### config.mk
export PLATFORM = sky130hd
export DESIGN_NAME = mipsExecute_flat
export DESIGN_NICKNAME = d
export VERILOG_FILES = /design/src/source/mipsPkg.sv /design/src/source/mipsStageIf.sv /design/src/source/mipsExecute.sv /design/src/flat_wrapper.sv
export VERILOG_INCLUDE_DIRS = /design/src /design/src/include
export SDC_FILE = /design/constraint.sdc
export NUM_CORES = 2
export LEC_CHECK = 0
export CAP_MARGIN = 20
export CELL_PAD_IN_SITES_DETAIL_PLACEMENT = 1
export CELL_PAD_IN_SITES_GLOBAL_PLACEMENT = 1
export CORE_MARGIN = 8
export CORE_UTILIZATION = 56
export DETAILED_ROUTE_END_ITERATION = 6
export DONT_BUFFER_PORTS = 1
export GPL_ROUTABILITY_DRIVEN = 0
export PLACE_DENSITY_LB_ADDON = 0.1
export SLEW_MARGIN = 20
export SYNTH_ARGS = -nofsm -noshare
export SYNTH_HDL_FRONTEND = slang
export SYNTH_SLANG_ARGS = --single-unit
### constraint.sdc
create_clock -name clk -period 28.7 [get_ports clk]
set_clock_uncertainty 0.1 [all_clocks]
set_input_delay 1.435 -clock clk [delete_from_list [all_inputs] [get_ports clk]]
set_output_delay 1.435 -clock clk [all_outputs]
set_load 0.03 [all_outputs]
### src/include/mips_defines.svh
`ifndef MIPS_DEFINES_SVH
`define MIPS_DEFINES_SVH

// first fetch address out of reset
`define MIPS_RESET_PC 32'h0000_0000
// datapath and address width
`define MIPS_XLEN 32
// architectural gpr count
`define MIPS_NREG 32

//////////////////////////////////////////////////
// primary opcodes
//////////////////////////////////////////////////
`define OP_RTYPE 6'h00
`define OP_J 6'h02
`define OP_BEQ 6'h04
`define OP_BNE 6'h05
`define OP_ADDIU 6'h09
`define OP_ORI 6'h0d
`define OP_LUI 6'h0f
`define OP_LW 6'h23
`define OP_SW 6'h2b

//////////////////////////////////////////////////
// special funct codes
//////////////////////////////////////////////////
`define FN_MFHI 6'h10
`define FN_MTHI 6'h11
`define FN_MFLO 6'h12
`define FN_MTLO 6'h13
`define FN_MULT 6'h18
`define FN_ADDU 6'h21
`define FN_SUBU 6'h23
`define FN_AND 6'h24
`define FN_OR 6'h25
`define FN_SLT 6'h2a

`endif

### src/source/mipsPkg.sv
package mipsPkg;

	//////////////////////////////////////////////////
	// instruction word views
	//////////////////////////////////////////////////

	// register format
	typedef struct packed {
		logic [5:0] op;
		logic [4:0] rs;
		logic [4:0] rt;
		logic [4:0] rd;
		logic [4:0] shamt;
		logic [5:0] funct;
	} rFields_t;

	// immediate format, also reused for the jump index
	typedef struct packed {
		logic [5:0] op;
		logic [4:0] rs;
		logic [4:0] rt;
		logic [15:0] imm16;
	} iFields_t;

	// one fetched word, decoded either way
	typedef union packed {
		rFields_t rFields;
		iFields_t iFields;
	} instrWord_u;

	//////////////////////////////////////////////////
	// control encodings
	//////////////////////////////////////////////////

	// alu function for execute
	typedef enum logic [3:0] {
		ALU_ADD,
		ALU_SUB,
		ALU_AND,
		ALU_OR,
		ALU_SLT,
		ALU_LUI,
		ALU_PASS
	} aluOp_e;

	// writeback source
	typedef enum logic [1:0] {
		RES_ALU,
		RES_MEM,
		RES_HI,
		RES_LO
	} resSel_e;

endpackage

### src/source/mipsStageIf.sv
`timescale 1ns/1ps
`include "mips_defines.svh"

// decode to execute bundle, hazard feedback comes back the other way
interface idExIf import mipsPkg::*; ();
	logic valid;
	aluOp_e aluOp;
	logic aluSrc;
	logic memWrite;
	resSel_e memToReg;
	logic regWrite;
	logic [4:0] writeReg;
	logic mult;
	logic toHi;
	logic toLo;
	logic [`MIPS_XLEN-1:0] srcA;
	logic [`MIPS_XLEN-1:0] srcB;
	logic [`MIPS_XLEN-1:0] imm;
	logic [4:0] rs;
	logic [4:0] rt;
	logic [`MIPS_XLEN-1:0] pc;
	// execute and memory stage status for stalls and branch forwarding
	logic [4:0] writeRegE;
	logic regWriteE;
	logic isLoadE;
	logic [4:0] writeRegM;
	logic regWriteM;
	logic isLoadM;
	logic [`MIPS_XLEN-1:0] aluOutM;

	modport decode (
		output valid, aluOp, aluSrc, memWrite, memToReg, regWrite, writeReg,
		output mult, toHi, toLo, srcA, srcB, imm, rs, rt, pc,
		input writeRegE, regWriteE, isLoadE, writeRegM, regWriteM, isLoadM, aluOutM
	);
	modport execute (
		input valid, aluOp, aluSrc, memWrite, memToReg, regWrite, writeReg,
		input mult, toHi, toLo, srcA, srcB, imm, rs, rt, pc,
		output writeRegE, regWriteE, isLoadE, writeRegM, regWriteM, isLoadM, aluOutM
	);
endinterface

// memory stage bundle into writeback, writeback forwarding comes back
interface exWbIf import mipsPkg::*; ();
	logic regWrite;
	logic [4:0] writeReg;
	resSel_e resSel;
	logic [`MIPS_XLEN-1:0] aluOut;
	logic [`MIPS_XLEN-1:0] srcA;
	logic mult;
	logic [2*`MIPS_XLEN-1:0] product;
	logic toHi;
	logic toLo;
	logic [`MIPS_XLEN-1:0] pc;
	logic regWriteW;
	logic [4:0] writeRegW;
	logic [`MIPS_XLEN-1:0] resultW;

	modport execute (
		output regWrite, writeReg, resSel, aluOut, srcA, mult, product, toHi, toLo, pc,
		input regWriteW, writeRegW, resultW
	);
	modport result (
		input regWrite, writeReg, resSel, aluOut, srcA, mult, product, toHi, toLo, pc,
		output regWriteW, writeRegW, resultW
	);
endinterface

### src/source/mipsExecute.sv
`timescale 1ns/1ps
`include "mips_defines.svh"

module mipsExecute import mipsPkg::*; (
	input logic clk,
	input logic rstN,
	idExIf.execute de,
	exWbIf.execute ew,
	output logic memWriteM,
	output logic [`MIPS_XLEN-1:0] aluOutM,
	output logic [`MIPS_XLEN-1:0] writeDataM
);
	// id/ex control
	logic regWriteE, memWriteE, multE, toHiE, toLoE, aluSrcE;
	aluOp_e aluOpE;
	resSel_e resSelE;
	logic [4:0] writeRegE, rsE, rtE;
	// id/ex payload
	logic [`MIPS_XLEN-1:0] srcAE, srcBE, immE, pcE;
	// operands and results
	logic [`MIPS_XLEN-1:0] opA, opB, aluB, aluOutE;
	logic [2*`MIPS_XLEN-1:0] productE;

	//////////////////////////////////////////////////
	// id/ex register
	//////////////////////////////////////////////////

	// bubbles arrive with valid low, gate every strobe
	always_ff @(posedge clk or negedge rstN) begin
		if (!rstN) begin
			regWriteE <= 1'b0;
			memWriteE <= 1'b0;
			multE <= 1'b0;
			toHiE <= 1'b0;
			toLoE <= 1'b0;
		end else begin
			regWriteE <= de.valid && de.regWrite;
			memWriteE <= de.valid && de.memWrite;
			multE <= de.valid && de.mult;
			toHiE <= de.valid && de.toHi;
			toLoE <= de.valid && de.toLo;
		end
	end

	always_ff @(posedge clk) begin
		aluOpE <= de.aluOp;
		aluSrcE <= de.aluSrc;
		resSelE <= de.memToReg;
		writeRegE <= de.writeReg;
		rsE <= de.rs;
		rtE <= de.rt;
		srcAE <= de.srcA;
		srcBE <= de.srcB;
		immE <= de.imm;
		pcE <= de.pc;
	end

	//////////////////////////////////////////////////
	// forwarding
	//////////////////////////////////////////////////

	// memory stage only forwards alu results, late ones were stalled for
	always_comb begin
		opA = srcAE;
		if (rsE != 5'd0 && ew.regWrite && ew.resSel == RES_ALU && ew.writeReg == rsE)
			opA = ew.aluOut;
		else if (rsE != 5'd0 && ew.regWriteW && ew.writeRegW == rsE)
			opA = ew.resultW;
		opB = srcBE;
		if (rtE != 5'd0 && ew.regWrite && ew.resSel == RES_ALU && ew.writeReg == rtE)
			opB = ew.aluOut;
		else if (rtE != 5'd0 && ew.regWriteW && ew.writeRegW == rtE)
			opB = ew.resultW;
	end

	//////////////////////////////////////////////////
	// alu and multiplier
	//////////////////////////////////////////////////

	assign aluB = aluSrcE ? immE : opB;

	always_comb begin
		case (aluOpE)
			ALU_ADD: aluOutE = opA + aluB;
			ALU_SUB: aluOutE = opA - aluB;
			ALU_AND: aluOutE = opA & aluB;
			ALU_OR: aluOutE = opA | aluB;
			ALU_SLT: aluOutE = {31'd0, $signed(opA) < $signed(aluB)};
			ALU_LUI: aluOutE = {aluB[15:0], 16'h0000};
			ALU_PASS: aluOutE = opA;
			default: aluOutE = '0;
		endcase
	end

	// signed 32x32, full width product
	assign productE = $signed(opA) * $signed(opB);

	//////////////////////////////////////////////////
	// ex/mem register
	//////////////////////////////////////////////////

	always_ff @(posedge clk or negedge rstN) begin
		if (!rstN) begin
			memWriteM <= 1'b0;
			ew.regWrite <= 1'b0;
			ew.mult <= 1'b0;
			ew.toHi <= 1'b0;
			ew.toLo <= 1'b0;
		end else begin
			memWriteM <= memWriteE;
			ew.regWrite <= regWriteE;
			ew.mult <= multE;
			ew.toHi <= toHiE;
			ew.toLo <= toLoE;
		end
	end

	always_ff @(posedge clk) begin
		ew.writeReg <= writeRegE;
		ew.resSel <= resSelE;
		ew.aluOut <= aluOutE;
		ew.srcA <= opA;
		ew.product <= productE;
		ew.pc <= pcE;
		// store data is the forwarded rt
		writeDataM <= opB;
	end

	assign aluOutM = ew.aluOut;

	// hazard status back to decode
	assign de.writeRegE = writeRegE;
	assign de.regWriteE = regWriteE;
	assign de.isLoadE = regWriteE && resSelE != RES_ALU;
	assign de.writeRegM = ew.writeReg;
	assign de.regWriteM = ew.regWrite;
	assign de.isLoadM = ew.regWrite && ew.resSel != RES_ALU;
	assign de.aluOutM = ew.aluOut;

	// a store never also claims a gpr write
	storeNoRegWrite: assert property (@(posedge clk) disable iff (!rstN)
		!(memWriteM && ew.regWrite));

endmodule

### src/flat_wrapper.sv
// flat-port wrapper written by rule: the top's interface ports become plain ports
module mipsExecute_flat import mipsPkg::*;
  (clk, rstN, memWriteM, aluOutM, writeDataM, de_valid, de_aluOp, de_aluSrc, de_memWrite, de_memToReg, de_regWrite, de_writeReg, de_mult, de_toHi, de_toLo, de_srcA, de_srcB, de_imm, de_rs, de_rt, de_pc, de_writeRegE, de_regWriteE, de_isLoadE, de_writeRegM, de_regWriteM, de_isLoadM, de_aluOutM, ew_regWrite, ew_writeReg, ew_resSel, ew_aluOut, ew_srcA, ew_mult, ew_product, ew_toHi, ew_toLo, ew_pc, ew_regWriteW, ew_writeRegW, ew_resultW);
  idExIf de_i ();
  exWbIf ew_i ();
  input logic clk;
  input logic rstN;
  output logic memWriteM;
  output logic [`MIPS_XLEN-1:0] aluOutM;
  output logic [`MIPS_XLEN-1:0] writeDataM;
  input wire logic [$bits(de_i.valid)-1:0] de_valid;
  input wire logic [$bits(de_i.aluOp)-1:0] de_aluOp;
  input wire logic [$bits(de_i.aluSrc)-1:0] de_aluSrc;
  input wire logic [$bits(de_i.memWrite)-1:0] de_memWrite;
  input wire logic [$bits(de_i.memToReg)-1:0] de_memToReg;
  input wire logic [$bits(de_i.regWrite)-1:0] de_regWrite;
  input wire logic [$bits(de_i.writeReg)-1:0] de_writeReg;
  input wire logic [$bits(de_i.mult)-1:0] de_mult;
  input wire logic [$bits(de_i.toHi)-1:0] de_toHi;
  input wire logic [$bits(de_i.toLo)-1:0] de_toLo;
  input wire logic [$bits(de_i.srcA)-1:0] de_srcA;
  input wire logic [$bits(de_i.srcB)-1:0] de_srcB;
  input wire logic [$bits(de_i.imm)-1:0] de_imm;
  input wire logic [$bits(de_i.rs)-1:0] de_rs;
  input wire logic [$bits(de_i.rt)-1:0] de_rt;
  input wire logic [$bits(de_i.pc)-1:0] de_pc;
  output wire logic [$bits(de_i.writeRegE)-1:0] de_writeRegE;
  output wire logic [$bits(de_i.regWriteE)-1:0] de_regWriteE;
  output wire logic [$bits(de_i.isLoadE)-1:0] de_isLoadE;
  output wire logic [$bits(de_i.writeRegM)-1:0] de_writeRegM;
  output wire logic [$bits(de_i.regWriteM)-1:0] de_regWriteM;
  output wire logic [$bits(de_i.isLoadM)-1:0] de_isLoadM;
  output wire logic [$bits(de_i.aluOutM)-1:0] de_aluOutM;
  output wire logic [$bits(ew_i.regWrite)-1:0] ew_regWrite;
  output wire logic [$bits(ew_i.writeReg)-1:0] ew_writeReg;
  output wire logic [$bits(ew_i.resSel)-1:0] ew_resSel;
  output wire logic [$bits(ew_i.aluOut)-1:0] ew_aluOut;
  output wire logic [$bits(ew_i.srcA)-1:0] ew_srcA;
  output wire logic [$bits(ew_i.mult)-1:0] ew_mult;
  output wire logic [$bits(ew_i.product)-1:0] ew_product;
  output wire logic [$bits(ew_i.toHi)-1:0] ew_toHi;
  output wire logic [$bits(ew_i.toLo)-1:0] ew_toLo;
  output wire logic [$bits(ew_i.pc)-1:0] ew_pc;
  input wire logic [$bits(ew_i.regWriteW)-1:0] ew_regWriteW;
  input wire logic [$bits(ew_i.writeRegW)-1:0] ew_writeRegW;
  input wire logic [$bits(ew_i.resultW)-1:0] ew_resultW;
  assign de_i.valid = de_valid;
  assign de_i.aluOp = de_aluOp;
  assign de_i.aluSrc = de_aluSrc;
  assign de_i.memWrite = de_memWrite;
  assign de_i.memToReg = de_memToReg;
  assign de_i.regWrite = de_regWrite;
  assign de_i.writeReg = de_writeReg;
  assign de_i.mult = de_mult;
  assign de_i.toHi = de_toHi;
  assign de_i.toLo = de_toLo;
  assign de_i.srcA = de_srcA;
  assign de_i.srcB = de_srcB;
  assign de_i.imm = de_imm;
  assign de_i.rs = de_rs;
  assign de_i.rt = de_rt;
  assign de_i.pc = de_pc;
  assign de_writeRegE = de_i.writeRegE;
  assign de_regWriteE = de_i.regWriteE;
  assign de_isLoadE = de_i.isLoadE;
  assign de_writeRegM = de_i.writeRegM;
  assign de_regWriteM = de_i.regWriteM;
  assign de_isLoadM = de_i.isLoadM;
  assign de_aluOutM = de_i.aluOutM;
  assign ew_regWrite = ew_i.regWrite;
  assign ew_writeReg = ew_i.writeReg;
  assign ew_resSel = ew_i.resSel;
  assign ew_aluOut = ew_i.aluOut;
  assign ew_srcA = ew_i.srcA;
  assign ew_mult = ew_i.mult;
  assign ew_product = ew_i.product;
  assign ew_toHi = ew_i.toHi;
  assign ew_toLo = ew_i.toLo;
  assign ew_pc = ew_i.pc;
  assign ew_i.regWriteW = ew_regWriteW;
  assign ew_i.writeRegW = ew_writeRegW;
  assign ew_i.resultW = ew_resultW;
  mipsExecute u_core (.clk(clk), .rstN(rstN), .de(de_i), .ew(ew_i), .memWriteM(memWriteM), .aluOutM(aluOutM), .writeDataM(writeDataM));
endmodule
==> out/summary.txt <==
Clk buf depth - 3
Final TNS setup - 0 ns
Synth top area share - 0.437
CP required - 29.10 ns
FMAX - 79.8 MHz
Max Cap Violations - 0
Critical path startpoint category - register
Period minus WS final - 12.53 ns
Reg2reg end - u_core.ew.product[58]
Root buffer cell - clkbuf_16
First-pass GRT wire length - 284 mm
Grt total ovfl - 0
Initial DRC count - 3,220
Register-to-Register Setup Slack - 16.17 ns
Post-synthesis register bit count - 359
Via density - 6.04
Slew Limit Fails - 0
Post CTS Setup Buffer Count - 0
Crit Path Category - register to register
Critical Path Max Stage Delay - 0.93 ns
Routed wire length - 190 mm
Syn Std Cell Area - 49,700 um2
R2R depth - 31
Family with the most delay on the worst path - adder cells
H-tree depth - 2
Fin. Hold Viols - 0
Remaining DRCs - 0
Starting density of the core - 0.564
Critical Path End - u_core.ew.product[58]
Top cells by area, synth - fa_1 (44%), dfxtp_1 (14%), inv_1 (8.2%)
Critical path's slowest cell - fa_1
CP max FO - 60
IO Port Bufs - 0
Die Ht - 314 um
Final ANT Viol Nets - 0
Placed Instances - 6,315
Final HPWL DP - 146 mm
# hold bufs at CTS - 0
Die W - 314 um
Vias - 38,700
Stages on worst setup path - 31
Reg-to-Reg Start - u_core.de.regWriteM
# fillers - 10,000
Worst Path Buf+Inv - 9
Top Ports - 478
Synth async-reset ratio - 0.0279
Sequential fraction of the synthesis area - 0.146
WL/cell - 29.6 um
Slew @ Worst Pin - 1.26 ns
Final period util - 0.437
CTS buffer count - 43
Worst skew pair latency - 0.62 ns
Cell taking the most area after synthesis - fa_1
Status - completed
Drt pass-1 iters - 6
Most used cell, CP - fa_1
Clock sink total - 359
Class of the worst hold path - register to register
Vias in the first global route - 44,400
WHS - 0.224 ns
Synth Flop Type - dfxtp_1
CP startpoint - u_core.de.regWriteM
Fin cells - 6,408
Core area - 88,100 um2
Clk pin slew, worst setup/hold paths - 0.07 ns
Post-CTS sizing - 0
Largest net degree at the start of global routing - 65
Synth unique cells - 90
Setup-failing EPs final - 0
Share of cells above drive strength 1 - 0.0564
Commonest non-fill, non-tap cell in the layout - fa_1
WP data arrival - 12.92 ns
Nets - 6,755
Post-synth EDFFs - 0
CP endpoint kind - register
Cell Rows - 109
RSZ-0062 raised after global routing - no
Avg Cell Area, Syn - 9.28 um2
Yosys warning count - 0
Worst slew margin - 0.162
Syn nets - 6,914
CTS tree - done
Commonest cells after routing, fill and taps aside - fa_1 (1,084), inv_1 (1,082), nor2_1 (641)
All-Layer GR Usage - 0.389
Layout area overhead - 4.88%
Gate Count Post-Synth - 5,354
Die Area - 98,500 um2
Antenna violations before repair - 18
-- sequential cells by signal, summed over array words and instances (netlist names), 32 cells and up --
signal,count
u_core.aluOutM,32
u_core.ew.pc,32
u_core.ew.product,64
u_core.ew.srcA,32
u_core.immE,32
u_core.pcE,32
u_core.srcAE,32
u_core.srcBE,32
u_core.writeDataM,32
-- cell families (layout without fill, tap and decap cells) --
| kind of cell | Yosys count | after routing | synth area share |
|---|---|---|---|
| simple gates | 1447 | 1447 | 0.119 |
| buf+inv | 1436 | 1311 | 0.116 |
| fa+ha+maj | 1364 | 1364 | 0.507 |
| compound gates | 557 | 557 | 0.0762 |
| flops | 359 | 359 | 0.146 |
| xor+xnor | 119 | 119 | 0.0210 |
| mux | 72 | 72 | 0.0146 |
| other cells | 0 | 14 | 0 |
-- layer usage --
layer | track usage | up-vias | part of all wire
met5 | 0 | - | 0.00021
met4 | 0.259 | 6 | 0.083
met3 | 0.0894 | 712 | 0.091
met2 | 0.642 | 2049 | 0.48
met1 | 0.452 | 20200 | 0.35
li1 | - | 15700 | -
-- Yosys cell counts, types with 8 or more instances --
cell,instances
nor3_1,20
nor4_1,11
o21bai_1,15
clkbuf_1,158
mux2i_1,70
nand3_1,33
buf_4,75
nor2b_1,19
and2_1,12
xnor2_1,86
dfrtp_1,10
fa_1,1084
nand4_1,17
inv_1,1082
nor2_1,641
a211oi_1,15
a221oi_1,30
o31ai_1,12
o221ai_1,16
o21ai_0,109
inv_2,11
ha_1,280
a21oi_1,138
o21ai_2,16
or3_1,8
a31oi_1,11
nand2_1,635
xor2_1,33
o21a_1,42
nand2b_1,9
a21o_1,61
clkinv_1,14
o21ai_1,18
buf_1,23
and3_1,11
dfxtp_1,349
buf_2,72
-- worst min path at each step --
stage,from,end,slack (ns),cells past startpoint
floorplan,u_core.pcE[0],u_core.ew.pc[0],0.21,0
CTS,u_core.pcE[22],u_core.ew.pc[22],0.23,0
finish,u_core.pcE[25],u_core.ew.pc[25],0.22,0
global route,u_core.pcE[1],u_core.ew.pc[1],0.23,0
detailed placement,u_core.pcE[1],u_core.ew.pc[1],0.21,0
global placement,u_core.pcE[6],u_core.ew.pc[6],0.21,0
-- final cells by class --
class / count / area (um2) / share of cell area
clock buffer: 53 / 1150 / 0.0221
multi-input combinational: 3559 / 36800 / 0.707
inverter: 1107 / 4160 / 0.0797
tap: 1165 / 1460 / 0.0280
antenna: 14 / 35.0 / 0.000672
clock inverter: 26 / 313 / 0.00600
sequential: 359 / 7240 / 0.139
timing repair buffer: 125 / 938 / 0.0180
-- metrics by stage --
stage	area, um2	utilization	setup WS (ns)
global route	52100	0.591	15.66
floorplan	49700	-	18.62
detailed placement	50600	0.574	15.78
finish	52100	0.591	16.17
global placement	50600	0.574	16.34
CTS	52100	0.591	16.23
Power is left out: the tool's default activity adds up to more than one toggle a clock period on the data nets, which glitch-free logic cannot reach.
