**src/include/mips_defines.svh**
```systemverilog
`ifndef MIPS_DEFINES_SVH
`define MIPS_DEFINES_SVH

// first fetch address out of reset
`define MIPS_RESET_PC 32'h0000_0000
// datapath and address width
`define MIPS_XLEN 32
// architectural gpr count
`define MIPS_NREG 32

//////////////////////////////////////////////////
// primary opcodes
//////////////////////////////////////////////////
`define OP_RTYPE 6'h00
`define OP_J 6'h02
`define OP_BEQ 6'h04
`define OP_BNE 6'h05
`define OP_ADDIU 6'h09
`define OP_ORI 6'h0d
`define OP_LUI 6'h0f
`define OP_LW 6'h23
`define OP_SW 6'h2b

//////////////////////////////////////////////////
// special funct codes
//////////////////////////////////////////////////
`define FN_MFHI 6'h10
`define FN_MTHI 6'h11
`define FN_MFLO 6'h12
`define FN_MTLO 6'h13
`define FN_MULT 6'h18
`define FN_ADDU 6'h21
`define FN_SUBU 6'h23
`define FN_AND 6'h24
`define FN_OR 6'h25
`define FN_SLT 6'h2a

`endif

```
**src/source/mipsPkg.sv**
```systemverilog
package mipsPkg;

	//////////////////////////////////////////////////
	// instruction word views
	//////////////////////////////////////////////////

	// register format
	typedef struct packed {
		logic [5:0] op;
		logic [4:0] rs;
		logic [4:0] rt;
		logic [4:0] rd;
		logic [4:0] shamt;
		logic [5:0] funct;
	} rFields_t;

	// immediate format, also reused for the jump index
	typedef struct packed {
		logic [5:0] op;
		logic [4:0] rs;
		logic [4:0] rt;
		logic [15:0] imm16;
	} iFields_t;

	// one fetched word, decoded either way
	typedef union packed {
		rFields_t rFields;
		iFields_t iFields;
	} instrWord_u;

	//////////////////////////////////////////////////
	// control encodings
	//////////////////////////////////////////////////

	// alu function for execute
	typedef enum logic [3:0] {
		ALU_ADD,
		ALU_SUB,
		ALU_AND,
		ALU_OR,
		ALU_SLT,
		ALU_LUI,
		ALU_PASS
	} aluOp_e;

	// writeback source
	typedef enum logic [1:0] {
		RES_ALU,
		RES_MEM,
		RES_HI,
		RES_LO
	} resSel_e;

endpackage

```
**src/source/mipsStageIf.sv**
```systemverilog
`timescale 1ns/1ps
`include "mips_defines.svh"


// memory stage bundle into writeback, writeback forwarding comes back
interface exWbIf import mipsPkg::*; ();
	logic regWrite;
	logic [4:0] writeReg;
	resSel_e resSel;
	logic [`MIPS_XLEN-1:0] aluOut;
	logic [`MIPS_XLEN-1:0] srcA;
	logic mult;
	logic [2*`MIPS_XLEN-1:0] product;
	logic toHi;
	logic toLo;
	logic [`MIPS_XLEN-1:0] pc;
	logic regWriteW;
	logic [4:0] writeRegW;
	logic [`MIPS_XLEN-1:0] resultW;

	modport execute (
		output regWrite, writeReg, resSel, aluOut, srcA, mult, product, toHi, toLo, pc,
		input regWriteW, writeRegW, resultW
	);
	modport result (
		input regWrite, writeReg, resSel, aluOut, srcA, mult, product, toHi, toLo, pc,
		output regWriteW, writeRegW, resultW
	);
endinterface

```
**src/source/mipsResult.sv**
```systemverilog
`timescale 1ns/1ps
`include "mips_defines.svh"

module mipsResult import mipsPkg::*; (
	input logic clk,
	input logic rstN,
	input logic [`MIPS_XLEN-1:0] readDataM,
	exWbIf.result ew,
	output logic rfWe,
	output logic [4:0] rfWa,
	output logic [`MIPS_XLEN-1:0] rfWd,
	output logic [`MIPS_XLEN-1:0] debugWbPc,
	output logic [3:0] debugWbRfWen,
	output logic [4:0] debugWbRfWnum,
	output logic [`MIPS_XLEN-1:0] debugWbRfWdata
);
	// mem/wb state
	logic regWriteW, multW, toHiW, toLoW;
	logic [4:0] writeRegW;
	resSel_e resSelW;
	logic [`MIPS_XLEN-1:0] aluOutW, readDataW, srcAW, pcW, resultW;
	logic [2*`MIPS_XLEN-1:0] productW;
	// hi/lo pair
	logic [`MIPS_XLEN-1:0] hi, lo;

	always_ff @(posedge clk or negedge rstN) begin
		if (!rstN) begin
			regWriteW <= 1'b0;
			multW <= 1'b0;
			toHiW <= 1'b0;
			toLoW <= 1'b0;
		end else begin
			regWriteW <= ew.regWrite;
			multW <= ew.mult;
			toHiW <= ew.toHi;
			toLoW <= ew.toLo;
		end
	end

	always_ff @(posedge clk) begin
		writeRegW <= ew.writeReg;
		resSelW <= ew.resSel;
		aluOutW <= ew.aluOut;
		srcAW <= ew.srcA;
		productW <= ew.product;
		pcW <= ew.pc;
		// load data sampled at the end of memory
		readDataW <= readDataM;
	end

	//////////////////////////////////////////////////
	// hi/lo, updated as writeback ends
	//////////////////////////////////////////////////

	always_ff @(posedge clk) begin
		if (multW) begin
			hi <= productW[2*`MIPS_XLEN-1:`MIPS_XLEN];
			lo <= productW[`MIPS_XLEN-1:0];
		end else begin
			if (toHiW)
				hi <= srcAW;
			if (toLoW)
				lo <= srcAW;
		end
	end

	// result select
	always_comb begin
		case (resSelW)
			RES_MEM: resultW = readDataW;
			RES_HI: resultW = hi;
			RES_LO: resultW = lo;
			default: resultW = aluOutW;
		endcase
	end

	assign rfWe = regWriteW;
	assign rfWa = writeRegW;
	assign rfWd = resultW;
	assign ew.regWriteW = regWriteW;
	assign ew.writeRegW = writeRegW;
	assign ew.resultW = resultW;

	// trace mirrors the gpr write, all byte lanes
	assign debugWbPc = pcW;
	assign debugWbRfWen = {4{regWriteW}};
	assign debugWbRfWnum = writeRegW;
	assign debugWbRfWdata = resultW;

	// only one hi/lo writer per instruction
	hiLoOneWriter: assert property (@(posedge clk) disable iff (!rstN)
		$onehot0({toHiW, toLoW, multW}));

endmodule

```
**src/flat_wrapper.sv**
```systemverilog
// flat-port wrapper written by rule: the top's interface ports become plain ports
module mipsResult_flat import mipsPkg::*;
  (clk, rstN, readDataM, rfWe, rfWa, rfWd, debugWbPc, debugWbRfWen, debugWbRfWnum, debugWbRfWdata, ew_regWrite, ew_writeReg, ew_resSel, ew_aluOut, ew_srcA, ew_mult, ew_product, ew_toHi, ew_toLo, ew_pc, ew_regWriteW, ew_writeRegW, ew_resultW);
  exWbIf ew_i ();
  input logic clk;
  input logic rstN;
  input logic [`MIPS_XLEN-1:0] readDataM;
  output logic rfWe;
  output logic [4:0] rfWa;
  output logic [`MIPS_XLEN-1:0] rfWd;
  output logic [`MIPS_XLEN-1:0] debugWbPc;
  output logic [3:0] debugWbRfWen;
  output logic [4:0] debugWbRfWnum;
  output logic [`MIPS_XLEN-1:0] debugWbRfWdata;
  input wire logic [$bits(ew_i.regWrite)-1:0] ew_regWrite;
  input wire logic [$bits(ew_i.writeReg)-1:0] ew_writeReg;
  input wire logic [$bits(ew_i.resSel)-1:0] ew_resSel;
  input wire logic [$bits(ew_i.aluOut)-1:0] ew_aluOut;
  input wire logic [$bits(ew_i.srcA)-1:0] ew_srcA;
  input wire logic [$bits(ew_i.mult)-1:0] ew_mult;
  input wire logic [$bits(ew_i.product)-1:0] ew_product;
  input wire logic [$bits(ew_i.toHi)-1:0] ew_toHi;
  input wire logic [$bits(ew_i.toLo)-1:0] ew_toLo;
  input wire logic [$bits(ew_i.pc)-1:0] ew_pc;
  output wire logic [$bits(ew_i.regWriteW)-1:0] ew_regWriteW;
  output wire logic [$bits(ew_i.writeRegW)-1:0] ew_writeRegW;
  output wire logic [$bits(ew_i.resultW)-1:0] ew_resultW;
  assign ew_i.regWrite = ew_regWrite;
  assign ew_i.writeReg = ew_writeReg;
  assign ew_i.resSel = ew_resSel;
  assign ew_i.aluOut = ew_aluOut;
  assign ew_i.srcA = ew_srcA;
  assign ew_i.mult = ew_mult;
  assign ew_i.product = ew_product;
  assign ew_i.toHi = ew_toHi;
  assign ew_i.toLo = ew_toLo;
  assign ew_i.pc = ew_pc;
  assign ew_regWriteW = ew_i.regWriteW;
  assign ew_writeRegW = ew_i.writeRegW;
  assign ew_resultW = ew_i.resultW;
  mipsResult u_core (.clk(clk), .rstN(rstN), .readDataM(readDataM), .ew(ew_i), .rfWe(rfWe), .rfWa(rfWa), .rfWd(rfWd), .debugWbPc(debugWbPc), .debugWbRfWen(debugWbRfWen), .debugWbRfWnum(debugWbRfWnum), .debugWbRfWdata(debugWbRfWdata));
endmodule
```
**config.mk**
```make
export PLATFORM = sky130hd
export DESIGN_NAME = mipsResult_flat
export DESIGN_NICKNAME = d
export VERILOG_FILES = /design/src/source/mipsPkg.sv /design/src/source/mipsStageIf.sv /design/src/source/mipsResult.sv /design/src/flat_wrapper.sv
export VERILOG_INCLUDE_DIRS = /design/src /design/src/include
export SDC_FILE = /design/constraint.sdc
export NUM_CORES = 1
export LEC_CHECK = 0
export ABC_AREA = 1
export BUFFER_PORTS_ARGS = -buffer_cell sky130_fd_sc_hd__buf_2
export CAP_MARGIN = 5
export CORE_AREA = 2 2 136 138
export DETAILED_ROUTE_END_ITERATION = 8
export DIE_AREA = 0 0 138 140
export PLACE_DENSITY = 0.89
export SLEW_MARGIN = 30
export SYNTH_ARGS = -nofsm -noshare
export SYNTH_HDL_FRONTEND = slang
export SYNTH_SLANG_ARGS = --single-unit
export TNS_END_PERCENT = 100
```
**constraint.sdc**
```tcl
create_clock -name clk -period 2.01 [get_ports clk]
set_clock_uncertainty 0.1 [all_clocks]
set_input_delay 0.201 -clock clk [delete_from_list [all_inputs] [get_ports clk]]
set_output_delay 0.201 -clock clk [all_outputs]
set_load 0.1 [all_outputs]
```
==> metrics.json, run 1 <==
{
  "power_and_ir_drop": {
    "clockPowerShare_pct": 31.4,
    "vdd.ir_drop.worst_mv": 1.10,
    "power_switching_share_pct": 34.1,
    "power.combinational.fraction_pct": 30.1,
    "totalPowerFinal_mw": 15.7,
    "internal_power_mw": 10.4,
    "power.leakage_nw": 6.80,
    "power.sequential.fraction_pct": 38.5,
    "power.switching_mw": 5.36,
    "power_density_mw_per_mm2": 1060
  },
  "sta": {
    "final_min_period_over_clock_period_pct": 110,
    "fin_setup_tns_ns": -14.21,
    "max_slew_violation_count": 0,
    "unrepaired_setup_endpoints_after_global_routing": "yes",
    "timing.final.hold_violations": 0,
    "final.setup.worst_slack_ns": -0.209,
    "slew_headroom_pct": 39.0,
    "maxClockFrequency_ghz": 0.451,
    "worst-slew-pin-transition_ns": 0.916,
    "setup_violations": 96,
    "final.hold.worst_slack_ns": 0.210,
    "layout_min_cycle_time_ns": 2.22
  },
  "setup_path": {
    "critical_path_fanouts_max": 7,
    "critPathRequiredTime_ns": 1.71,
    "timing.critical_path.from_type": "flop",
    "crit_start": "u_core.resSelW[1]",
    "worst-path-buf-inv": 4,
    "timing.critical_path.arrival_ns": 1.92,
    "cp_slowest_cell": "dfxtp_4",
    "criticalPathCategory": "reg -> out",
    "critical_path_cell_count": 7,
    "critical_path.cell_chain": "nor2_4, buf_12, clkbuf_16, nand2_2, nand4_1, buf_6, buf_12",
    "critical_path.top_delay_family": "buffers and inverters",
    "timing.critical_path.to": "rfWd[10]",
    "reg2regPathDepth": 5,
    "reg2reg_from": "u_core.multW",
    "rr_endpoint": "u_core.hi[31]",
    "critPathMostFrequentCell": "buf_12",
    "endpoint_kind": "primary output",
    "worst_path_largest_cell_delay_ns": 0.39,
    "regToRegSetupSlack_ns": 0.16
  },
  "die": {
    "initial_core_util_pct": 46.3,
    "ios": 354,
    "placementRows": 49,
    "dieWidth_um": 138,
    "core_region_area_mm2": 0.0178,
    "die_height_um": 140,
    "design.die.area_mm2": 0.0193
  },
  "global_routing": {
    "globalRouteTotalUtil_pct": 33.0,
    "grt_max_degree": 36,
    "antenna_violations_before_repair": 5,
    "grt_pass1_vias": 8413,
    "global_route_overflow": 0,
    "grt_pass1_wl_mm": 49.1
  },
  "logic_synthesis": {
    "synth_warnings": 0,
    "distinct_cell_type_count_of_the_synthesized_netlist": 13,
    "synth_area_per_cell_um2": 11.7,
    "leading_cell_type_by_number_of_instances_after_synthesis": "dfxtp_1",
    "yosysSeqAreaShare_pct": 73.0,
    "synth_area_mm2": 0.00823,
    "synth.net_count": 910,
    "synth_cells": 705,
    "share_of_the_synthesized_area_in_the_top_cell_type_pct": 48.4,
    "synth-seq-cells": 267,
    "synth.largest_area_cell": "dfxtp_1",
    "synth_edf_count": 64,
    "asyncSetResetFlopFracSynth_pct": 1.50,
    "synth-main-ff-cell": "dfxtp_1",
    "synth.top_cells.by_count": "199 x dfxtp_1, 192 x nand2_1, 96 x nand3_1",
    "synth_area_leaders": "dfxtp_1 48%, edfxtp_1 23%, nand2_1 8.8%"
  },
  "clock_tree": {
    "cts_buffers": 26,
    "max-clock-path-buffers": 3,
    "clock_tree_from_tritoncts": "built",
    "cts_htree_levels": 1,
    "clock_tree.root_cell": "clkbuf_16",
    "tritoncts_num_sinks": 267,
    "clk_latency_ns": 0.51,
    "clk_transition_reported_paths_ns": 0.07
  },
  "run": {
    "drv.max_cap_violation_count": 0
  },
  "outcome": {
    "violations": "negative setup slack",
    "status": "finished with violations"
  },
  "drt": {
    "avgRoutedWirePerCell_um": 22.6,
    "via_density_per_instance": 5.23,
    "remaining_antenna_violation_count_after_routing": 0,
    "routed-via-count": 7818,
    "drt_first_iter_violations": 747,
    "post-route-drc-count": 0,
    "drtPass1Iterations": 6,
    "wl_mm": 33.8
  },
  "place": {
    "place.port_buffers": 353,
    "placedCellCount": 1190,
    "post_dp_cell_area_mm2": 0.0112,
    "place.detailed.hpwl_mm": 16.0,
    "worst_slack_after_detailed_placement_ns": 0.185,
    "gpl.final_weighted_congestion": 0.804
  },
  "final_layout": {
    "drive_above_1_share_pct": 39.8,
    "area_growth_pct": 79.9,
    "final_design_area_no_fill_mm2": 0.0148,
    "final_util_pct": 83.3,
    "finish.cell_count_without_fillers": 1495,
    "fill_cells": 823,
    "finish.net_count": 1445
  },
  "hold_path": {
    "hold_class": "in -> reg",
    "worst_hold_path.num_cells": 2
  }
}
-- worst min-delay path by stage --
stage / to / slack, ns / startpoint
global route: u_core.srcAW[3] / 0.21 / ew_srcA[3]
CTS: u_core.productW[44] / 0.19 / ew_product[44]
finish: u_core.debugWbRfWnum[2] / 0.21 / ew_writeReg[2]
floorplan: u_core.ew.regWriteW / -0.19 / rstN
global placement: u_core.toHiW / -0.08 / rstN
detailed placement: u_core.toHiW / -0.08 / rstN
-- cell families after synthesis --
family                 count (synthesis)  synth area share, %
buffers and inverters                115                 9.78
and+or+nand+nor                      323                 17.3
DFF                                  267                 73.0
-- routing by layer --
metal,vias up,routed length [um],GRT usage [%]
li1,3337,-,-
met1,3695,10900,34.7
met2,598,18000,59.7
met3,188,2450,6.26
met4,0,2460,22.7
met5,-,0,0
-- timing repair --
action,CTS,global route
cloned,2,3
setup buffers,35,6
endpoints found under the setup margin,96,96
hold endpoints to repair,207,0
pin swaps,30,10
resized for setup,20,51
hold buffers,205,0
-- area by class of cell --
cell class | instances | area, um2 | share of cell area [%]
antenna | 6 | 15.0 | 0.101
sequential | 267 | 6010 | 40.6
tap | 229 | 287 | 1.94
clock buffer | 38 | 778 | 5.26
timing repair buffer | 619 | 6030 | 40.7
multi-input combinational | 323 | 1590 | 10.7
inverter | 3 | 13.8 | 0.0930
clock inverter | 10 | 81.3 | 0.549
-- registers in the layout (all words and copies together), names as in the netlist --
signal and cells:
u_core.multW 1, u_core.srcAW 32, u_core.toLoW 1, u_core.hi 32, u_core.readDataW 32, u_core.resSelW 2
u_core.toHiW 1, u_core.ew.regWriteW 1, u_core.debugWbRfWnum 5, u_core.aluOutW 32, u_core.debugWbPc 32, u_core.lo 32
u_core.productW 64
-- placed cells by master (no fill, tap or decap), types with 3 or more instances in the layout --
cell / n
buf_2: 257
dlygate4sd3_1: 205
dfxtp_1: 197
nand2_1: 171
buf_12: 103
nand3_1: 79
edfxtp_1: 64
buf_6: 35
nand4_1: 32
clkbuf_16: 30
nand3_2: 17
nand2_2: 16
buf_4: 13
diode_2: 6
clkbuf_1: 6
nand2_4: 5
clkbuf_8: 4
clkinv_2: 4
inv_4: 3
dfrtp_1: 3
-- power by group through the flow --
stage | registers [mW] | clock network, mW | logic, mW
global route | 6.08 | 5.19 | 4.83
finish | 6.06 | 4.94 | 4.74
detailed placement | 6.13 | 0 | 4.02
CTS | 6.02 | 4.87 | 4.55
global placement | 6.11 | 0 | 3.97
floorplan | 6.38 | 0 | 2.67
(Power assumes the default switching activity.)
==> run 2, diff against run 1 <==
Settings changed: GPL_TIMING_DRIVEN from default to 0.
==> metrics.json, run 2 (synthesized netlist as in run 1, its figures left out) <==
{
  "power_and_ir_drop": {
    "vdd.ir_drop.worst_mv": 0.926,
    "power.leakage_nw": 7.23,
    "totalPowerFinal_mw": 16.4,
    "power_density_mw_per_mm2": 1050
  },
  "hold_path": {
    "worst_hold_path.num_cells": 2,
    "worst_hold_startpoint": "ew_product[12]",
    "hold_class": "in -> reg",
    "min_delay_worst_endpoint": "u_core.productW[12]"
  },
  "place": {
    "worst_slack_after_detailed_placement_ns": -0.160,
    "place.port_buffers": 353,
    "placedCellCount": 1287,
    "place.detailed.hpwl_mm": 16.8,
    "gpl.final_weighted_congestion": 0.820
  },
  "setup_path": {
    "crit_start": "u_core.resSelW[1]",
    "endpoint_kind": "primary output",
    "regToRegSetupSlack_ns": 0.14,
    "critical_path_fanouts_max": 10,
    "critPathRequiredTime_ns": 1.71,
    "timing.critical_path.from_type": "flop",
    "reg2regPathDepth": 3,
    "timing.critical_path.arrival_ns": 2.01,
    "rr_endpoint": "u_core.hi[22]",
    "reg2reg_from": "u_core.multW",
    "criticalPathCategory": "reg -> out"
  },
  "global_routing": {
    "grt_pass1_wl_mm": 55.9,
    "grt_max_degree": 33,
    "global_route_overflow": 0,
    "globalRouteTotalUtil_pct": 38.6,
    "grt_pass1_vias": 9457,
    "antenna_violations_before_repair": 3
  },
  "final_layout": {
    "area_growth_pct": 90.1,
    "layout_commonest_cell": "buf_2",
    "number_of_flip_flops_under_the_largest_register_name": 64,
    "finish.cell_count_without_fillers": 1577,
    "final_util_pct": 88.0,
    "drive_above_1_share_pct": 43.7,
    "final_cell_mix": "264 x buf_2, 205 x dlygate4sd3_1, 197 x dfxtp_1",
    "finish.net_count": 1526,
    "top_register": "u_core.productW"
  },
  "die": {
    "placementRows": 49,
    "dieWidth_um": 138,
    "design.die.area_mm2": 0.0193,
    "die_height_um": 140,
    "core_region_area_mm2": 0.0178,
    "ios": 354,
    "initial_core_util_pct": 46.3
  },
  "drt": {
    "wl_mm": 40.0,
    "routed-via-count": 8578,
    "post-route-drc-count": 0,
    "remaining_antenna_violation_count_after_routing": 0,
    "avgRoutedWirePerCell_um": 25.3,
    "via_density_per_instance": 5.44,
    "drtPass1Iterations": 7,
    "drt_first_iter_violations": 781
  },
  "clock_tree": {
    "cts_htree_levels": 1,
    "clk_transition_reported_paths_ns": 0.07,
    "cts_buffers": 26,
    "clock_tree.root_cell": "clkbuf_16",
    "tritoncts_num_sinks": 267,
    "clock_tree_from_tritoncts": "built",
    "clk_latency_ns": 0.52,
    "max-clock-path-buffers": 3
  },
  "outcome": {
    "violations": "negative setup slack",
    "status": "finished with violations"
  },
  "sta": {
    "slew_headroom_pct": 56.8,
    "setup_violations": 96,
    "final_min_period_over_clock_period_pct": 115,
    "final.hold.worst_slack_ns": 0.204,
    "unrepaired_setup_endpoints_after_global_routing": "yes",
    "timing.final.hold_violations": 0,
    "layout_min_cycle_time_ns": 2.31,
    "worst-slew-pin-transition_ns": 0.648,
    "max_slew_violation_count": 0,
    "maxClockFrequency_ghz": 0.432,
    "final.setup.worst_slack_ns": -0.304
  },
  "run": {
    "drv.max_cap_violation_count": 0
  }
}
## run 2: cell count changes in the layout (fill, tap and decap cells not counted), moves of 7 or more
| cell | delta |
|---|---|
| buf_8 | +23 |
| nand2_1 | +20 |
| buf_6 | +37 |
| buf_2 | +7 |
| buf_4 | +22 |
| buf_12 | -9 |
| nand3_2 | +27 |
| nand3_1 | -27 |
| nand2_2 | -15 |
## run 2: cell type report
class / count / area [um2]
diodes: 7 / 17.5
plain buffers: 112 / 1310
clock buffers: 39 / 813
clock inverters: 9 / 76.3
fillers: 727 / 2130
inverters: 3 / 11.3
multi-input cells: 323 / 1650
flip-flops and latches: 267 / 6010
well taps: 229 / 287
repair buffers: 588 / 5470
## run 2: metrics by stage
stage	setup TNS, ns	instance area (um2)
final	-15.75	15600
after global routing	-19.19	15600
after CTS	-10.59	15300
after detailed placement	-0.702	10700
after global placement	-0.378	10700
after floorplan	-30.87	8650
## run 2: where the power goes
group	internal [mW]	switching, mW
clock	2.94	2.20
sequential	5.89	0.191
combinational	1.91	3.24
total	10.7	5.63
## run 2: what timing repair did
item | in CTS | in global routing
hold buffers | 205 | 0
pin swaps | 17 | 10
setup buffers | 15 | 13
resized for setup | 395 | 59
gates cloned | 1 | 0
setup endpoints to repair | 96 | 128
hold endpoints to repair | 207 | 0
## run 2: critical path, cell delays in order (launching register included)
cell and delay, ns:
dfxtp_4 0.37, buf_12 0.16, buf_8 0.14, nand3_1 0.13, nand4_1 0.30, buf_6 0.24, buf_12 0.16
## run 2: how the worst max path moves through the flow
stage               depth (start not counted)             end  slack, ns
CTS                                         6        rfWd[21]      -0.21
global route                                6         rfWd[6]      -0.32
finish                                      6         rfWd[6]      -0.30
global placement                            6        rfWd[16]      -0.10
detailed placement                          6  ew_resultW[16]      -0.16
floorplan                                   5  ew_resultW[10]      -0.49
## run 2: per-layer routing
| layer | wire, um | GRT usage [%] | vias up |
|---|---|---|---|
| li1 | - | - | 3497 |
| met1 | 12800 | 37.8 | 4037 |
| met2 | 20700 | 70.5 | 746 |
| met3 | 2910 | 8.99 | 298 |
| met4 | 3540 | 29.7 | 0 |
| met5 | 0 | 0 | - |
==> run 3, diff against run 2 <==
Settings changed: RECOVER_POWER from default to 50.
==> metrics.json, run 3 (synthesized netlist as in run 1, its figures left out) <==
{
  "place": {
    "worst_slack_after_detailed_placement_ns": -0.160,
    "gpl.final_weighted_congestion": 0.820,
    "place.port_buffers": 353,
    "place.detailed.hpwl_mm": 16.8,
    "post_dp_cell_area_mm2": 0.0107
  },
  "sta": {
    "maxClockFrequency_ghz": 0.431,
    "setup_violations": 96,
    "unrepaired_setup_endpoints_after_global_routing": "yes",
    "timing.final.hold_violations": 0,
    "final_min_period_over_clock_period_pct": 116,
    "slew_headroom_pct": 57.1,
    "final.setup.worst_slack_ns": -0.312,
    "layout_min_cycle_time_ns": 2.32,
    "worst-slew-pin-transition_ns": 0.643,
    "max_slew_violation_count": 0,
    "final.hold.worst_slack_ns": 0.204,
    "fin_setup_tns_ns": -15.81
  },
  "drt": {
    "drt_first_iter_violations": 779,
    "routed-via-count": 8608,
    "drtPass1Iterations": 5,
    "avgRoutedWirePerCell_um": 25.4,
    "wl_mm": 40.0,
    "via_density_per_instance": 5.46,
    "remaining_antenna_violation_count_after_routing": 0,
    "post-route-drc-count": 0
  },
  "final_layout": {
    "number_of_flip_flops_under_the_largest_register_name": 64,
    "area_growth_pct": 89.6,
    "final_design_area_no_fill_mm2": 0.0156,
    "final_cell_mix": "230 x buf_2, 205 x dlygate4sd3_1, 197 x dfxtp_1",
    "fill_cells": 753,
    "layout_commonest_cell": "buf_2",
    "drive_above_1_share_pct": 41.2,
    "finish.net_count": 1526,
    "top_register": "u_core.productW"
  },
  "die": {
    "initial_core_util_pct": 46.3,
    "die_height_um": 140,
    "core_region_area_mm2": 0.0178,
    "dieWidth_um": 138,
    "placementRows": 49,
    "design.die.area_mm2": 0.0193,
    "ios": 354
  },
  "setup_path": {
    "worst_path_largest_cell_delay_ns": 0.37,
    "critical_path_cell_count": 6,
    "critical_path.cell_chain": "buf_12, buf_8, nand3_1, nand4_1, buf_6, buf_12",
    "crit_start": "u_core.resSelW[1]",
    "criticalPathCategory": "reg -> out",
    "regToRegSetupSlack_ns": 0.14,
    "critPathRequiredTime_ns": 1.71,
    "critical_path.top_delay_family": "buffers and inverters",
    "reg2regPathDepth": 3,
    "timing.critical_path.from_type": "flop",
    "timing.critical_path.arrival_ns": 2.02,
    "rr_endpoint": "u_core.hi[22]",
    "timing.critical_path.to": "rfWd[6]",
    "critical_path_fanouts_max": 10,
    "critPathMostFrequentCell": "buf_12",
    "worst-path-buf-inv": 4,
    "endpoint_kind": "primary output",
    "reg2reg_from": "u_core.multW",
    "cp_slowest_cell": "dfxtp_4"
  },
  "power_and_ir_drop": {
    "power_density_mw_per_mm2": 1050,
    "totalPowerFinal_mw": 16.4,
    "vdd.ir_drop.worst_mv": 0.923,
    "power.leakage_nw": 7.14
  },
  "run": {
    "drv.max_cap_violation_count": 0
  },
  "clock_tree": {
    "cts_buffers": 26,
    "clock_tree_from_tritoncts": "built",
    "tritoncts_num_sinks": 267,
    "cts_htree_levels": 1,
    "clk_latency_ns": 0.52,
    "max-clock-path-buffers": 3,
    "clk_transition_reported_paths_ns": 0.07,
    "clock_tree.root_cell": "clkbuf_16"
  },
  "global_routing": {
    "grt_max_degree": 33,
    "globalRouteTotalUtil_pct": 38.6,
    "global_route_overflow": 0,
    "grt_pass1_vias": 9457,
    "grt_pass1_wl_mm": 55.9,
    "antenna_violations_before_repair": 3
  },
  "hold_path": {
    "hold_class": "in -> reg",
    "worst_hold_path.num_cells": 2
  },
  "outcome": {
    "status": "finished with violations",
    "violations": "negative setup slack"
  }
}
==> run 3: cell types whose count changed in the layout (fill, tap and decap cells not counted), sizes merged <==
cell,change
clkbuf,+34
diode,-1
buf,-34
==> run 3: stage by stage <==
| stage | instances | utilization (%) |
|---|---|---|
| global route | 1573 | 87.7 |
| finish | 1576 | 87.8 |
| floorplan | 705 | - |
| detailed placement | 1287 | 60.2 |
| CTS | 1556 | 85.8 |
| global placement | 1287 | 60.2 |
==> run 3: what timing repair did <==
item | in CTS | in global routing
pin swaps | 17 | 10
gates resized for setup | 395 | 59
endpoints found under the setup margin | 96 | 128
gates cloned | 1 | 0
endpoints found under the hold margin | 207 | 0
hold buffers | 205 | 0
setup buffers | 15 | 13
==> run 3: cell type report <==
cell class	count	area [um2]	share of cell area [%]
Sequential cell	267	6010	38.5
Timing Repair Buffer	588	5430	34.8
Multi-Input combinational cell	323	1650	10.6
Buffer	112	1310	8.38
Clock buffer	39	813	5.21
Tap cell	229	287	1.84
Clock inverter	9	76.3	0.489
Antenna cell	6	15.0	0.0962
Inverter	3	11.3	0.0722
==> run 3: worst register-to-register path: stages, from the launching register on <==
cell     delay, ns
dfrtp_1       0.39
buf_2         0.30
or2_2         0.53
buf_16        0.24
==> run 3: worst min-delay path by stage <==
stage | startpoint | to | slack, ns
floorplan | rstN | u_core.ew.regWriteW | -0.19
detailed placement | rstN | u_core.toHiW | -0.08
CTS | ew_aluOut[15] | u_core.aluOutW[15] | 0.20
finish | ew_pc[18] | u_core.debugWbPc[18] | 0.20
global placement | rstN | u_core.toHiW | -0.09
global route | ew_product[12] | u_core.productW[12] | 0.20
==> run 3: layer usage <==
metal / up-vias / part of all wire (%) / GRT usage [%]
met5: - / 0 / 0
met4: 0 / 9.1 / 29.7
met3: 301 / 7.7 / 8.99
met2: 741 / 52 / 70.5
met1: 4071 / 32 / 37.8
li1: 3495 / - / -
==> run 3: power by group <==
group | switching [mW] | internal (mW) | total [mW]
Sequential | 0.192 | 5.89 | 6.08
Clock | 2.20 | 2.93 | 5.13
Combinational | 3.24 | 1.90 | 5.14
